`src/design/arith_pkg.sv`:
```
package arith_pkg;

    // Operand and slice geometry
    localparam int DATA_WIDTH  = 64;
    localparam int SLICE_WIDTH = 16;
    localparam int NUM_SLICES  = DATA_WIDTH / SLICE_WIDTH;

    // One slice resolves per clock
    localparam int ADD_LATENCY  = NUM_SLICES;
    localparam int UNIT_LATENCY = ADD_LATENCY + 2;   // Operand stage and format stage

    // Opcodes; encoding 3 is unused and decodes as an add
    typedef enum logic [1:0] {
        OP_ADD  = 2'd0,   // a + b
        OP_SUB  = 2'd1,   // a - b
        OP_RSUB = 2'd2    // b - a
    } alu_op_e;

endpackage

```
`src/design/stream_pkg.sv`:
```
package stream_pkg;

    import arith_pkg::*;

    // Request as seen at the unit boundary
    typedef struct packed {
        alu_op_e               op;
        logic [DATA_WIDTH-1:0] a;
        logic [DATA_WIDTH-1:0] b;
    } add_req_t;

    // Adder inputs after inversion
    typedef struct packed {
        logic [DATA_WIDTH-1:0] x;
        logic [DATA_WIDTH-1:0] y;
        logic                  cin;
    } add_operands_t;

    // Travels beside the sum through the adder
    typedef struct packed {
        alu_op_e op;
        logic    sign_x;
        logic    sign_y;
    } add_side_t;

    typedef struct packed {
        logic [DATA_WIDTH-1:0] sum;
        logic                  carry;   // Top carry out, 1 means no borrow on subtract
        logic                  zero;
        logic                  neg;
        logic                  ovf;     // Signed overflow
    } add_rsp_t;

endpackage

```
`src/design/operand_prep.sv`:
```
`timescale 1ns/1ps

module operand_prep
    import arith_pkg::*, stream_pkg::*;
(
    input  logic          clk,
    input  logic          rst_n,
    input  logic          in_valid,
    input  add_req_t      req,
    output logic          prep_valid,
    output add_operands_t prep_ops,
    output add_side_t     prep_side
);

    add_operands_t ops_d;
    add_side_t     side_d;

    // Subtraction as x + ~y + 1
    always_comb begin
        case (req.op)
            OP_SUB: begin
                ops_d.x   = req.a;
                ops_d.y   = ~req.b;
                ops_d.cin = 1'b1;
            end
            OP_RSUB: begin
                ops_d.x   = req.b;
                ops_d.y   = ~req.a;
                ops_d.cin = 1'b1;
            end
            default: begin   // OP_ADD and the unused encoding
                ops_d.x   = req.a;
                ops_d.y   = req.b;
                ops_d.cin = 1'b0;
            end
        endcase
    end

    // Signs after inversion, for the overflow rule
    always_comb begin
        side_d.op     = req.op;
        side_d.sign_x = ops_d.x[DATA_WIDTH-1];
        side_d.sign_y = ops_d.y[DATA_WIDTH-1];
    end

    always_ff @(posedge clk or negedge rst_n) begin
        if (!rst_n) begin
            prep_valid <= 1'b0;
        end else begin
            prep_valid <= in_valid;
        end
    end

    always_ff @(posedge clk or negedge rst_n) begin
        if (!rst_n) begin
            prep_ops  <= '0;
            prep_side <= '0;
        end else if (in_valid) begin
            prep_ops  <= ops_d;
            prep_side <= side_d;
        end
    end

endmodule

```
`src/design/carry_slice_adder.sv`:
```
`timescale 1ns/1ps

module carry_slice_adder
    import arith_pkg::*, stream_pkg::*;
(
    input  logic                  clk,
    input  logic                  rst_n,
    input  logic                  prep_valid,
    input  add_operands_t         prep_ops,
    input  add_side_t             prep_side,
    output logic                  sum_valid,
    output logic [DATA_WIDTH:0]   sum_out,
    output add_side_t             sum_side
);

    logic [NUM_SLICES-1:0]  slice_en;    // Enable of slice k
    logic [NUM_SLICES-1:0]  en_q;
    logic                   slice_carry [NUM_SLICES];
    logic [SLICE_WIDTH-1:0] slice_sum   [NUM_SLICES];
    logic [SLICE_WIDTH-1:0] aligned     [NUM_SLICES];
    add_side_t              side_q      [ADD_LATENCY];

    // Strobe walks up one slice per cycle
    always_comb begin
        slice_en[0] = prep_valid;
        for (int k = 1; k < NUM_SLICES; k++) begin
            slice_en[k] = en_q[k-1];
        end
    end

    always_ff @(posedge clk or negedge rst_n) begin
        if (!rst_n) begin
            en_q <= '0;
        end else begin
            en_q <= slice_en;
        end
    end

    assign sum_valid = en_q[NUM_SLICES-1];

    for (genvar k = 0; k < NUM_SLICES; k++) begin : g_slice
        localparam int LO     = k * SLICE_WIDTH;
        localparam int DESKEW = NUM_SLICES - 1 - k;

        logic [SLICE_WIDTH-1:0] x_s;
        logic [SLICE_WIDTH-1:0] y_s;
        logic                   c_in;

        if (k == 0) begin : g_direct
            assign x_s  = prep_ops.x[LO +: SLICE_WIDTH];
            assign y_s  = prep_ops.y[LO +: SLICE_WIDTH];
            assign c_in = prep_ops.cin;
        end else begin : g_skew
            logic [SLICE_WIDTH-1:0] x_q [k];
            logic [SLICE_WIDTH-1:0] y_q [k];

            // Operand slice waits k cycles for its carry
            always_ff @(posedge clk or negedge rst_n) begin
                if (!rst_n) begin
                    for (int i = 0; i < k; i++) begin
                        x_q[i] <= '0;
                        y_q[i] <= '0;
                    end
                end else begin
                    x_q[0] <= prep_ops.x[LO +: SLICE_WIDTH];
                    y_q[0] <= prep_ops.y[LO +: SLICE_WIDTH];
                    for (int i = 1; i < k; i++) begin
                        x_q[i] <= x_q[i-1];
                        y_q[i] <= y_q[i-1];
                    end
                end
            end

            assign x_s  = x_q[k-1];
            assign y_s  = y_q[k-1];
            assign c_in = slice_carry[k-1];   // Registered by the slice below
        end

        // Holds its value when the strobe is low
        always_ff @(posedge clk or negedge rst_n) begin
            if (!rst_n) begin
                slice_carry[k] <= 1'b0;
                slice_sum[k]   <= '0;
            end else if (slice_en[k]) begin
                {slice_carry[k], slice_sum[k]} <= {1'b0, x_s} + {1'b0, y_s} + c_in;
            end
        end

        if (DESKEW == 0) begin : g_top
            assign aligned[k] = slice_sum[k];
        end else begin : g_deskew
            logic [SLICE_WIDTH-1:0] s_q [DESKEW];

            always_ff @(posedge clk or negedge rst_n) begin
                if (!rst_n) begin
                    for (int i = 0; i < DESKEW; i++) begin
                        s_q[i] <= '0;
                    end
                end else begin
                    s_q[0] <= slice_sum[k];
                    for (int i = 1; i < DESKEW; i++) begin
                        s_q[i] <= s_q[i-1];
                    end
                end
            end

            assign aligned[k] = s_q[DESKEW-1];
        end
    end

    always_comb begin
        sum_out[DATA_WIDTH] = slice_carry[NUM_SLICES-1];
        for (int k = 0; k < NUM_SLICES; k++) begin
            sum_out[k*SLICE_WIDTH +: SLICE_WIDTH] = aligned[k];
        end
    end

    // Sideband matches the adder latency
    always_ff @(posedge clk or negedge rst_n) begin
        if (!rst_n) begin
            for (int i = 0; i < ADD_LATENCY; i++) begin
                side_q[i] <= '0;
            end
        end else begin
            side_q[0] <= prep_side;
            for (int i = 1; i < ADD_LATENCY; i++) begin
                side_q[i] <= side_q[i-1];
            end
        end
    end

    assign sum_side = side_q[ADD_LATENCY-1];

endmodule

```
`src/design/result_format.sv`:
```
`timescale 1ns/1ps

module result_format
    import arith_pkg::*, stream_pkg::*;
(
    input  logic                clk,
    input  logic                rst_n,
    input  logic                sum_valid,
    input  logic [DATA_WIDTH:0] sum_out,
    input  add_side_t           sum_side,
    output logic                out_valid,
    output add_rsp_t            rsp
);

    add_rsp_t rsp_d;
    logic     sum_sign;

    assign sum_sign = sum_out[DATA_WIDTH-1];

    always_comb begin
        rsp_d.sum   = sum_out[DATA_WIDTH-1:0];
        rsp_d.carry = sum_out[DATA_WIDTH];
        rsp_d.zero  = ~|sum_out[DATA_WIDTH-1:0];
        rsp_d.neg   = sum_sign;
        // Like-signed inputs giving an opposite-signed sum
        rsp_d.ovf   = (sum_side.sign_x == sum_side.sign_y) &&
                      (sum_sign != sum_side.sign_x);
    end

    always_ff @(posedge clk or negedge rst_n) begin
        if (!rst_n) begin
            out_valid <= 1'b0;
        end else begin
            out_valid <= sum_valid;
        end
    end

    // Result holds between operations
    always_ff @(posedge clk or negedge rst_n) begin
        if (!rst_n) begin
            rsp <= '0;
        end else if (sum_valid) begin
            rsp <= rsp_d;
        end
    end

endmodule

```
`src/design/add_unit_top.sv`:
```
`timescale 1ns/1ps

module add_unit_top
    import arith_pkg::*, stream_pkg::*;
(
    input  logic     clk,
    input  logic     rst_n,
    input  logic     in_valid,
    input  add_req_t req,
    output logic     out_valid,
    output add_rsp_t rsp
);

    logic                prep_valid;
    add_operands_t       prep_ops;
    add_side_t           prep_side;

    logic                sum_valid;
    logic [DATA_WIDTH:0] sum_out;    // Carry on top
    add_side_t           sum_side;

    operand_prep u_prep (
        .clk        (clk),
        .rst_n      (rst_n),
        .in_valid   (in_valid),
        .req        (req),
        .prep_valid (prep_valid),
        .prep_ops   (prep_ops),
        .prep_side  (prep_side)
    );

    // ADD_LATENCY cycles, one slice per clock
    carry_slice_adder u_adder (
        .clk        (clk),
        .rst_n      (rst_n),
        .prep_valid (prep_valid),
        .prep_ops   (prep_ops),
        .prep_side  (prep_side),
        .sum_valid  (sum_valid),
        .sum_out    (sum_out),
        .sum_side   (sum_side)
    );

    result_format u_format (
        .clk        (clk),
        .rst_n      (rst_n),
        .sum_valid  (sum_valid),
        .sum_out    (sum_out),
        .sum_side   (sum_side),
        .out_valid  (out_valid),
        .rsp        (rsp)
    );

endmodule

```
`config.mk`:
```
export PLATFORM = sky130hd
export DESIGN_NAME = add_unit_top
export DESIGN_NICKNAME = d
export VERILOG_FILES = /design/src/design/arith_pkg.sv /design/src/design/stream_pkg.sv /design/src/design/operand_prep.sv /design/src/design/carry_slice_adder.sv /design/src/design/result_format.sv /design/src/design/add_unit_top.sv
export SDC_FILE = /design/constraint.sdc
export NUM_CORES = 1
export LEC_CHECK = 0
export BUFFER_PORTS_ARGS = -buffer_cell sky130_fd_sc_hd__buf_2
export CORE_ASPECT_RATIO = 1.75
export CORE_UTILIZATION = 64
export DETAILED_ROUTE_END_ITERATION = 10
export GPL_TIMING_DRIVEN = 0
export PLACE_DENSITY = 0.85
export RECOVER_POWER = 25
export SYNTH_ARGS = -nofsm -noshare
export SYNTH_HDL_FRONTEND = slang
export SYNTH_SLANG_ARGS = --single-unit
```
`constraint.sdc`:
```
create_clock -name clk -period 8 [get_ports clk]
set_input_delay 1.2 -clock clk [delete_from_list [all_inputs] [get_ports clk]]
set_output_delay 1.2 -clock clk [all_outputs]
set_load 0.01 [all_outputs]
```
# Word level (Yosys, flattened, before mapping)
# Index checks and enable logic that the tools add are counted.
[totals]
ff_bits = 569
inputBits = 133
out_inout_bits = 69
[op_classes]
eq_ne = 4
muxes = 1
bitwise_logic = 2
reduce_logical = 3
n_addsub = 8
[ops]
columns = ["operator", "count"]
rows = [
  ["one-hot mux 129 bit (2 select lines)", 1],
  ["inverter 64 bit", 2],
  ["adder 16 x 16 -> 17 bit", 4],
  ["adder 17 x 1 -> 17 bit", 4],
  ["OR reduction 64 bit", 1],
  ["equality test 2 x 1 -> 1 bit (second input constant)", 1],
  ["equality test 2 bit (second input constant)", 1],
  ["equality test 1 bit", 1],
  ["logical AND 1 bit", 1],
  ["logical NOT 1 bit", 1],
  ["inequality test 1 bit", 1],
]

# Depth between registers and ports, before layout
# Gate-level depths: netlist (run 1).
[depth]
word_depth = 2
ltp_mapped = 8
ltp_nobuf = 8

# Modules after synthesis
# From an unflattened synthesis (run 1), not the netlist that was laid out.
[hier_totals]
cells_unflattened = 1770
hier_area_um2 = 23125.9
[by_module_without_submodules]
columns = ["mod", "seq_area_each_um2", "area_each_um2", "instances", "cells_per_inst"]
rows = [
  ["carry_slice_adder", 9409.0, 13666.9, 1, 940],
  ["operand_prep", 3303.2, 6779.0, 1, 657],
  ["result_format", 1701.6, 2680.1, 1, 173],
]

# Worst setup path after synthesis (run 1)
# No wires, ideal clock.
[synth_timing]
path_type = "reg-to-reg"
start = "reg u_adder.g_slice[2].g_skew.y_q (netlist bit u_adder.g_slice[2].y_s[0])"
end = "reg u_adder.slice_sum[28] in the netlist's numbering"
t_arrival_ns = 2.550
setup_slack_ns = 5.326
required_time_ns = 7.876
path_buffers = 0
period_less_slack_ns = 2.674
path_stages_with_launch = 9
setup_time_ns = 0.124
path_cell_list = "dfrtp_1 -> fa_1 -> fa_1 -> a211oi_1 -> o21a_1 -> o21ai_1 -> a2111oi_2 -> a31oi_1 -> o31a_1"
[synth_via]
elab_chain_cells = 2
[synth_lines]
columns = ["item", "line", "rtl"]
rows = [
  ["start, declared", "carry_slice_adder.sv:55", "logic [SLICE_WIDTH-1:0] y_q [k];"],
  ["start signal, assigned by index", "carry_slice_adder.sv:69", "y_q[i] <= y_q[i-1];"],
  ["adder 16 x 16 -> 17 bit", "carry_slice_adder.sv:85", "{slice_carry[k], slice_sum[k]} <= {1'b0, x_s} + {1'b0, y_s} + c_in;"],
  ["adder 17 x 1 -> 17 bit", "carry_slice_adder.sv:85", ""],
  ["end signal, assigned by index", "carry_slice_adder.sv:85", ""],
  ["end, declared", "carry_slice_adder.sv:19", "logic [SLICE_WIDTH-1:0] slice_sum [NUM_SLICES];"],
]
# Every way passes these cells.
# A chain may end at the register's enable or synchronous reset.

# Worst setup path in the final report (run 1)
# Ends and elaborated chain as after synthesis.

==> results of run 1 <==
[registers in the layout (all words and copies together), names as in the netlist]
name	flops
u_prep.prep_side	2
u_adder.g_slice.g_skew.x_q	64
u_adder.g_slice.g_skew.y_q	64
u_adder.sum_side	2
u_adder.g_slice.x_s	32
u_prep.prep_valid	1
u_prep.prep_ops	127
u_adder.g_slice.g_deskew.s_q	64
u_format.out_valid	1
u_adder.en_q	4
u_format.rsp	67
u_adder.sum_out	49
u_adder.g_slice.y_s	32
u_adder.slice_sum	48
u_adder.g_slice.c_in	3
[layout by cell type, fill, tap and decap left out, types with 22 or more instances in the layout]
| cell | instances |
|---|---|
| clkbuf_1 | 64 |
| buf_2 | 199 |
| inv_1 | 152 |
| clkbuf_16 | 45 |
| buf_1 | 34 |
| a221oi_1 | 67 |
| mux2_2 | 164 |
| a22oi_1 | 64 |
| dfrtp_1 | 560 |
| nand2_1 | 39 |
| o21ai_0 | 43 |
| ha_1 | 62 |
| nor2_1 | 91 |
| a21oi_1 | 175 |
| a21o_1 | 24 |
| xnor2_1 | 22 |
[metrics by stage]
step           total power, W  utilization (%)   TNS, ns
4_1_cts               0.00810             74.0         0
3_3_place_gp          0.00580             69.4  -2634.53
3_5_place_dp          0.00592             69.8         0
5_1_grt               0.00846             74.0         0
2_1_floorplan         0.00513                -         0
6_report              0.00809             74.0         0
[per-layer routing]
| layer | vias up | wire (um) | GRT usage, % |
|---|---|---|---|
| li1 | 6793 | - | - |
| met1 | 7688 | 19200 | 35.3 |
| met2 | 556 | 29700 | 57.5 |
| met3 | 170 | 2340 | 4.09 |
| met4 | 0 | 3390 | 19.6 |
| met5 | - | 0 | 0 |
[Yosys cell counts (all sizes together) (3+ instances only)]
| master | instances |
|---|---|
| o311ai | 3 |
| nand2 | 39 |
| a2111oi | 3 |
| o21a | 8 |
| o22ai | 3 |
| a21o | 24 |
| nand2b | 6 |
| a22oi | 64 |
| ha | 62 |
| nor3 | 9 |
| nand4 | 15 |
| o211ai | 11 |
| or4 | 4 |
| and2 | 5 |
| and3 | 4 |
| o31ai | 5 |
| clkbuf | 57 |
| a221oi | 67 |
| buf | 35 |
| inv | 152 |
| nor4 | 16 |
| xor2 | 14 |
| o21ai | 54 |
| nor2 | 91 |
| a31oi | 5 |
| a21oi | 177 |
| nor2b | 3 |
| xnor2 | 22 |
| a311oi | 3 |
| nand3 | 11 |
| o21bai | 8 |
| fa | 8 |
| a211oi | 17 |
| o31a | 3 |
| dfrtp | 560 |
| mux2i | 5 |
| mux2 | 165 |
| nand4b | 3 |
| o2bb2ai | 5 |
[power groups by stage]
stage | logic, W | clock network (W) | registers, W
floorplan | 0.00114 | 0 | 0.00400
global placement | 0.00174 | 0 | 0.00406
detailed placement | 0.00181 | 0 | 0.00411
CTS | 0.00183 | 0.00220 | 0.00407
global route | 0.00202 | 0.00230 | 0.00415
finish | 0.00184 | 0.00218 | 0.00407
[layout make-up]
cell class | instances | area share [%]
sequential | 560 | 55.2
buffer | 92 | 1.37
multi-input combinational | 967 | 28.9
tap | 460 | 2.27
clock buffer | 60 | 5.01
clock inverter | 19 | 0.655
timing repair buffer | 205 | 4.43
inverter | 152 | 2.25
[cells by family after synthesis]
| kind of cell | share of synthesized area, % |
|---|---|
| AND/OR/NAND/NOR | 4.48 |
| flip-flops | 62.9 |
| AO/OA/AOI/OAI | 14.2 |
| XOR/XNOR | 1.42 |
| buffers and inverters | 4.13 |
| adder cells (fa/ha/maj) | 4.20 |
| multiplexers | 8.59 |
[worst paths after layout]
check | start | endpoint | slack (ns) | cells past startpoint
min in group asynchronous | rst_n | u_format.rsp[40]$_DFFE_PN0P_ | 0.75 | 1
worst min register to register | u_adder.g_slice[2].g_skew.x_q[28]$_DFF_PN0_ | u_adder.g_slice[2].x_s[12]$_DFF_PN0_ | 0.35 | 0
worst max register to register | u_adder.g_slice[2].y_s[0]$_DFF_PN0_ | u_adder.slice_sum[28]$_DFFE_PN0P_ | 4.74 | 8
worst max-delay path | u_adder.g_slice[2].y_s[0]$_DFF_PN0_ | u_adder.slice_sum[28]$_DFFE_PN0P_ | 4.74 | 8
worst min-delay path | u_adder.g_slice[2].g_skew.x_q[28]$_DFF_PN0_ | u_adder.g_slice[2].x_s[12]$_DFF_PN0_ | 0.35 | 0
max in group asynchronous | rst_n | u_adder.g_slice[1].g_deskew.s_q[20]$_DFF_PN0_ | 5.28 | 4
==> metrics.cfg, run 1 <==
[run_status]
status = finished with violations
violations = DRC

[setup_path]
worst_path_max_delay_cell = fa_1
crit_path_start_kind = register
path_class = register to register
cp_common_cell = fa_1
crit_path_cell_trace = fa_1, fa_1, a211oi_1, o21a_1, o21ai_1, a2111oi_2, a31oi_1, o31a_1
critPathCaptureType = register
worst-path-buf-inv = 0
crit_fanout = 3
worst-endpoint-required_ns = 8.44
critical_path.top_delay_family = compound AO/OA/AOI/OAI gates
slowest_delay_ns = 0.57
critPathArrivalTime_ns = 3.70

[die]
io-pin-count = 202
die_h_um = 249
start_util_pct = 64.8
rows = 90
core_area_sq_um = 34300
die_w_um = 143
die-area_sq_um = 35600

[routing]
drtPass1Iterations = 8
drt_wl_total_mm = 54.6
dr_total_vias = 15207
drt_iter0_drc = 911
ant_nets = 0
drcViolationCount = 1
via_per_inst = 6.05
routedWlPerCell_um = 21.7

[power_and_ir_drop]
p_leak_nw = 11.7
powerDensity_nw_per_um2 = 318
p_seq_share_pct = 50.4
clockPowerShare_pct = 26.9
peakVddDrop_v = 0.000177
swShare_pct = 30.4
p_comb_share_pct = 22.7
switching_power_w = 0.00246
p_int_w = 0.00563

[sta]
rsz0062_at_grt = no
report.final.hold_viol_count = 0
tightestPinTransition_ns = 0.944
period_share_pct = 40.8
holdWs_ns = 0.346
finalCriticalPeriod_ns = 3.26
finalSetupViolations = 0
clock_skew_ns = 0.0129
slew_viol_final = 0
worst_slack_ns = 4.74
clock.fmax_mhz = 307
maxSlewHeadroom_pct = 37.1

[final_layout]
final_cell_area_sq_um = 25400
area_growth_pct = 14.1
drive_gt1_share_pct = 22.0
regArea_sq_um = 14000
n_antenna_cell = 0
layout.nets = 2226
fin_cells = 2515
num-fill-cells = 2123
multiInputGateArea_sq_um = 7330

[synthesis]
synth_seq_area_share_pct = 62.9
synth_edf_count = 0
postSynthCellCount = 1771
synth_fp_nets = 1974
syn-mean-instance-area_sq_um = 12.6
synthFlopType = dfrtp_1
ys_warn_count = 0
yosys-top-cells-area = dfrtp_1 63%, mux2_2 8.3%, a21oi_1 3.9%, ha_1 3.5%, a221oi_1 2.6%
synth_top_area_share_pct = 62.9
yosysTopAreaCell = dfrtp_1
ys_ff_latch = 560
async_flop_share_pct = 100
yosysUniqueCellTypes = 66
syn_area_sq_um = 22300

[clock_tree]
clock_sinks = 560
post_cts_buffers = 0
cts_tree = done
root_buffer = clkbuf_16
post_cts_resize_count = 0
cts_buffer_depth = 3
cts_hold_buf = 0
path_clk_slew_ns = 0.07
insertion_delay_ns = 0.56
cts_buffers = 45
cts_max_level = 2

[global_route]
grt_usage_pct = 31.9
antenna_found_initial = 0
grt_max_degree = 132
grt_pass1_vias = 15915
grt_first_pass_wirelength_mm = 85.4
overflow = 0

[placed_design]
dpl_cell_area_sq_um = 24000
placedCellCount = 2436
dp_hpwl_mm = 39.5
gp_congestion = 0.921
place_ws_ns = 4.47
io_buffers = 201

[run]
max_cap_violations = 0

[worst_hold_path]
min_path_type = register to register

Power figures use the tool's default switching activity.
==> run 2, diff against run 1 <==
CORE_UTILIZATION = 59   (was 64)
PLACE_DENSITY = 0.79   (was 0.85)
clock period = 3.2 ns   (was 8 ns; I/O delays follow)
==> metrics.cfg, run 2 (same netlist as run 1, synthesis figures left out) <==
[die]
core_area_sq_um = 37000
die_h_um = 259
rows = 93
die_w_um = 149
start_util_pct = 60.2
io-pin-count = 202
die-area_sq_um = 38500

[sta]
period_share_pct = 94.8
finalCriticalPeriod_ns = 3.03
tightestPinTransition_ns = 1.02
setup_tns_ns = 0
slew_viol_final = 0
maxSlewHeadroom_pct = 32.0
worst_slack_ns = 0.165
rsz0062_at_grt = no
report.final.hold_viol_count = 0
finalSetupViolations = 0
clock.fmax_mhz = 329
clock_skew_ns = 0.0265

[placed_design]
place_ws_ns = -0.0441
gp_congestion = 0.900
io_buffers = 201
dpl_cell_area_sq_um = 24000
dp_hpwl_mm = 38.4
placedCellCount = 2451

[clock_tree]
cts_buffers = 46
clock_sinks = 560
path_clk_slew_ns = 0.07
root_buffer = clkbuf_16
cts_tree = done
insertion_delay_ns = 0.57
cts_max_level = 2
cts_buffer_depth = 3

[final_layout]
final_cell_mix = 560 x dfrtp_1, 199 x buf_2, 175 x a21oi_1
layout_commonest_cell = dfrtp_1
largest_reg_flops = 127
max_flop_register = u_prep.prep_ops
reg.largest.list = u_prep.prep_ops x127, u_format.rsp x67
area_growth_pct = 14.6
fin_cells = 2531
final_cell_area_sq_um = 25500
n_antenna_cell = 0
layout.nets = 2228
drive_gt1_share_pct = 22.1
final_util_pct = 69.0

[global_route]
overflow = 0
grt_pass1_vias = 15419
grt_first_pass_wirelength_mm = 82.4
grt_max_degree = 132
grt_usage_pct = 28.3
antenna_found_initial = 0

[power_and_ir_drop]
p_comb_share_pct = 22.4
clockPowerShare_pct = 27.7
p_int_w = 0.0143
p_leak_nw = 11.8
peakVddDrop_v = 0.000500
switching_power_w = 0.00607
p_seq_share_pct = 49.9
powerDensity_nw_per_um2 = 797
swShare_pct = 29.8

[run]
max_cap_violations = 0

[routing]
dr_total_vias = 14823
ant_nets = 0
drtPass1Iterations = 6
drt_iter0_drc = 958
drcViolationCount = 0
drt_wl_total_mm = 52.7
routedWlPerCell_um = 20.8
via_per_inst = 5.86

[setup_path]
crit_path_cell_trace = fa_1, fa_1, a211oi_2, o21a_1, o21ai_1, a2111oi_4, a221o_1, nand2_1
worst_path_max_delay_cell = fa_1
cp_common_cell = fa_1
reg2reg_depth = 8
worst-path-buf-inv = 0
critical_path.top_delay_family = compound AO/OA/AOI/OAI gates
crit_fanout = 3
slowest_delay_ns = 0.58
path_class = register to register
critical_path_cell_count = 8
crit_path_start_kind = register
worst-endpoint-required_ns = 3.66
critPathArrivalTime_ns = 3.49
critPathCaptureType = register

[worst_hold_path]
min_path_type = input port to register
min_path_cells = 1

[run_status]
status = finished clean

run 2: cell count changes in the layout (fill, tap and decap cells not counted), moves of 2 or more:
cell        delta
clkinv_2       -2
inv_6          +2
clkbuf_16      +2
clkinvlp_4     -2
a211oi_1       -2
a211oi_2       +2
run 2: routing by layer:
| metal | up-vias | track usage, % | wire [um] |
|---|---|---|---|
| met3 | 146 | 3.25 | 2300 |
| li1 | 6805 | - | - |
| met2 | 522 | 52.2 | 28600 |
| met4 | 0 | 14.9 | 2650 |
| met1 | 7350 | 31.7 | 19200 |
| met5 | - | 0 | 0 |
run 2: per-stage QoR:
stage                     total power [W]  hold WS (ns)
after floorplan                    0.0128         0.184
after global placement             0.0145         0.332
after detailed placement           0.0147         0.335
after CTS                          0.0204        0.0822
after global routing               0.0213         0.160
final                              0.0203         0.155
run 2: worst reg2reg max path: stages (launching register included):
cell	delay [ns]
dfrtp_1	0.39
fa_1	0.58
fa_1	0.50
a211oi_2	0.32
o21a_1	0.23
o21ai_1	0.16
a2111oi_4	0.47
a221o_1	0.23
nand2_1	0.06
run 2: path summary, 6_finish.rpt:
path / from / to / slack [ns]
max: u_adder.g_slice[2].y_s[0]$_DFF_PN0_ / u_adder.g_slice[3].c_in$_DFFE_PN0P_ / 0.17
min: in_valid / u_prep.prep_valid$_DFF_PN0_ / 0.15
max reg2reg: u_adder.g_slice[2].y_s[0]$_DFF_PN0_ / u_adder.g_slice[3].c_in$_DFFE_PN0P_ / 0.17
min reg2reg: u_adder.g_slice[3].g_skew.x_q[17]$_DFF_PN0_ / u_adder.g_slice[3].x_s[1]$_DFF_PN0_ / 0.33
max in group asynchronous: rst_n / u_adder.g_slice[2].g_skew.y_q[19]$_DFF_PN0_ / 0.99
min in group asynchronous: rst_n / u_prep.prep_ops[83]$_DFFE_PN0P_ / 0.56
run 2: repair_timing:
item | 4_1_cts | 5_1_grt
hold endpoints to repair | 72 | 0
gates resized for setup | 1 | 2
buffers inserted | 0 | 0
hold buffers | 1 | 0
setup endpoints to repair | 2 | 3
run 2: area by class of cell:
class                      instances  area (sq um)
tap                              475           594
clock inverter                    17           180
multi-input combinational        967          7350
sequential                       560         14000
clock buffer                      62          1320
buffer                            92           349
inverter                         152           571
fill                            2683         11500
timing repair buffer             206          1130
run 2: power by group through the flow:
stage | sequential [W] | clock (W) | combinational, W
final | 0.0101 | 0.00563 | 0.00456
after detailed placement | 0.0103 | 0 | 0.00449
after global placement | 0.0102 | 0 | 0.00432
after global routing | 0.0103 | 0.00599 | 0.00501
after CTS | 0.0102 | 0.00571 | 0.00455
after floorplan | 0.00999 | 0 | 0.00284
==> run 3, diff against run 2 <==
ABC_AREA = 1   (was not set)
CORE_UTILIZATION = 60   (was 59)
PLACE_DENSITY = 0.8   (was 0.79)
SYNTH_HIERARCHICAL = 1   (was not set)
==> metrics.cfg, run 3 <==
[sta]
report.final.hold_viol_count = 0
finalSetupViolations = 0
slew_viol_final = 0
tightestPinTransition_ns = 0.820
finalCriticalPeriod_ns = 2.28
maxSlewHeadroom_pct = 45.3
rsz0062_at_grt = no
clock.fmax_mhz = 438
period_share_pct = 71.3
clock_skew_ns = 0.0186

[clock_tree]
root_buffer = clkbuf_16
cts_tree = done
cts_max_level = 2
post_cts_buffers = 0
insertion_delay_ns = 0.58
cts_buffer_depth = 3
path_clk_slew_ns = 0.07
cts_buffers = 48
clock_sinks = 566

[final_layout]
num-fill-cells = 3167
layout_commonest_cell = nand2_1
layout.nets = 3319
drive_gt1_share_pct = 15.8
largest_reg_flops = 129
final_cell_mix = 1,118 x nand2_1, 566 x dfrtp_1, 311 x inv_1
area_growth_pct = 14.5
fin_cells = 3702
max_flop_register = u_prep/prep_ops
reg.largest.list = u_prep/prep_ops x129, u_format/rsp x67

[run_status]
status = finished clean

[setup_path]
r2r_setup_slack_ns = 0.99
critPathArrivalTime_ns = 2.99
worst-endpoint-required_ns = 3.91
crit_fanout = 112
reg2reg_from = u_adder/g_slice[1].c_in$_DFFE_PN0P_
path_class = input port to asynchronous set/reset pin
startpoint = rst_n
crit_path_start_kind = input port
r2r_end = u_adder/slice_sum[46]$_DFFE_PN0P_
reg2reg_depth = 10
critPathCaptureType = asynchronous set/reset pin

[die]
rows = 98
die-area_sq_um = 42200
core_area_sq_um = 40800
die_h_um = 271
io-pin-count = 202
start_util_pct = 60.7
die_w_um = 156

[synthesis]
syn_area_sq_um = 24800
synth_fp_nets = 3062
syn-mean-instance-area_sq_um = 8.67
ys_warn_count = 6
postSynthCellCount = 2859

[power_and_ir_drop]
p_leak_nw = 15.6
p_total_w = 0.0196
peakVddDrop_v = 0.000440
powerDensity_nw_per_um2 = 690

[routing]
routedWlPerCell_um = 15.9
ant_nets = 0
via_per_inst = 5.10
drt_iter0_drc = 1173
drt_wl_total_mm = 58.8
drtPass1Iterations = 7
drcViolationCount = 0
dr_total_vias = 18892

[global_route]
grt_usage_pct = 28.8
grt_pass1_vias = 18957
antenna_found_initial = 3
grt_max_degree = 116
grt_first_pass_wirelength_mm = 94.4
overflow = 0

[worst_hold_path]
min_path_cells = 1
min_path_type = input port to register
hp-start = in_valid
whs_endpoint = u_prep/prep_valid$_DFF_PN0_

[placed_design]
io_buffers = 201
placedCellCount = 3615
dp_hpwl_mm = 42.8
gp_congestion = 0.947

[run]
max_cap_violations = 0

[run 3: area by class of cell]
| cell class | count | area, sq um | share of cell area [%] |
|---|---|---|---|
| repair buffers | 207 | 1160 | 4.09 |
| inverters | 315 | 1180 | 4.17 |
| plain buffers | 155 | 990 | 3.48 |
| flip-flops and latches | 566 | 14200 | 49.9 |
| multi-input cells | 1823 | 8450 | 29.8 |
| clock inverters | 19 | 357 | 1.26 |
| clock buffers | 66 | 1400 | 4.93 |
| diodes | 1 | 2.50 | 0.00881 |
| well taps | 550 | 688 | 2.42 |
[run 3: how the worst max path moves through the flow]
stage / to / slack, ns / cells after the start
final: u_prep/prep_ops[75]$_DFFE_PN0P_ / 0.92 / 5
after detailed placement: u_prep/prep_ops[70]$_DFFE_PN0P_ / 0.78 / 4
after global routing: u_prep/prep_ops[75]$_DFFE_PN0P_ / 0.49 / 5
after global placement: u_adder/g_slice[3].x_s[15]$_DFF_PN0_ / -9.02 / 1
after floorplan: u_adder/slice_sum[40]$_DFFE_PN0P_ / 1.26 / 10
after CTS: u_prep/prep_ops[75]$_DFFE_PN0P_ / 0.78 / 5
[run 3: worst max-delay path, stage by stage]
cell           delay [ns]
dlygate4sd3_1        0.56
buf_8                0.59
buf_16               0.41
buf_16               0.44
buf_16               0.38
[run 3: report_power, final]
| part | total, W | switching [W] | internal, W | leakage [nW] |
|---|---|---|---|---|
| registers | 0.00921 | 0.000689 | 0.00852 | 6.88 |
| clock network | 0.00640 | 0.00259 | 0.00381 | 0.850 |
| logic | 0.00399 | 0.00240 | 0.00159 | 7.90 |
[run 3: repair_timing]
item	in CTS	in global routing
hold endpoints to repair	43	0
hold buffers	1	0
gates resized for setup	0	0
[run 3: per-stage QoR]
| stage | cell area, sq um | utilization (%) | TNS, ns | setup WS (ns) | hold WS [ns] |
|---|---|---|---|---|---|
| 3_3_place_gp | 26500 | 64.9 | -5062.74 | -9.02 | 0.332 |
| 5_1_grt | 28400 | 69.5 | 0 | 0.494 | 0.0748 |
| 6_report | 28400 | 69.6 | 0 | 0.918 | 0.0771 |
| 4_1_cts | 28400 | 69.6 | 0 | 0.781 | 0.0293 |
| 2_1_floorplan | 24800 | - | 0 | 1.26 | 0.184 |
| 3_5_place_dp | 26600 | 65.2 | 0 | 0.776 | 0.335 |
[run 3: layer usage]
layer  wire, um  up-vias  GRT usage (%)
li1           -     9210              -
met1      22300     8878           32.7
met2      30900      634           53.1
met3       2780      164           3.56
met4       2810        6           13.9
met5         35        -              0
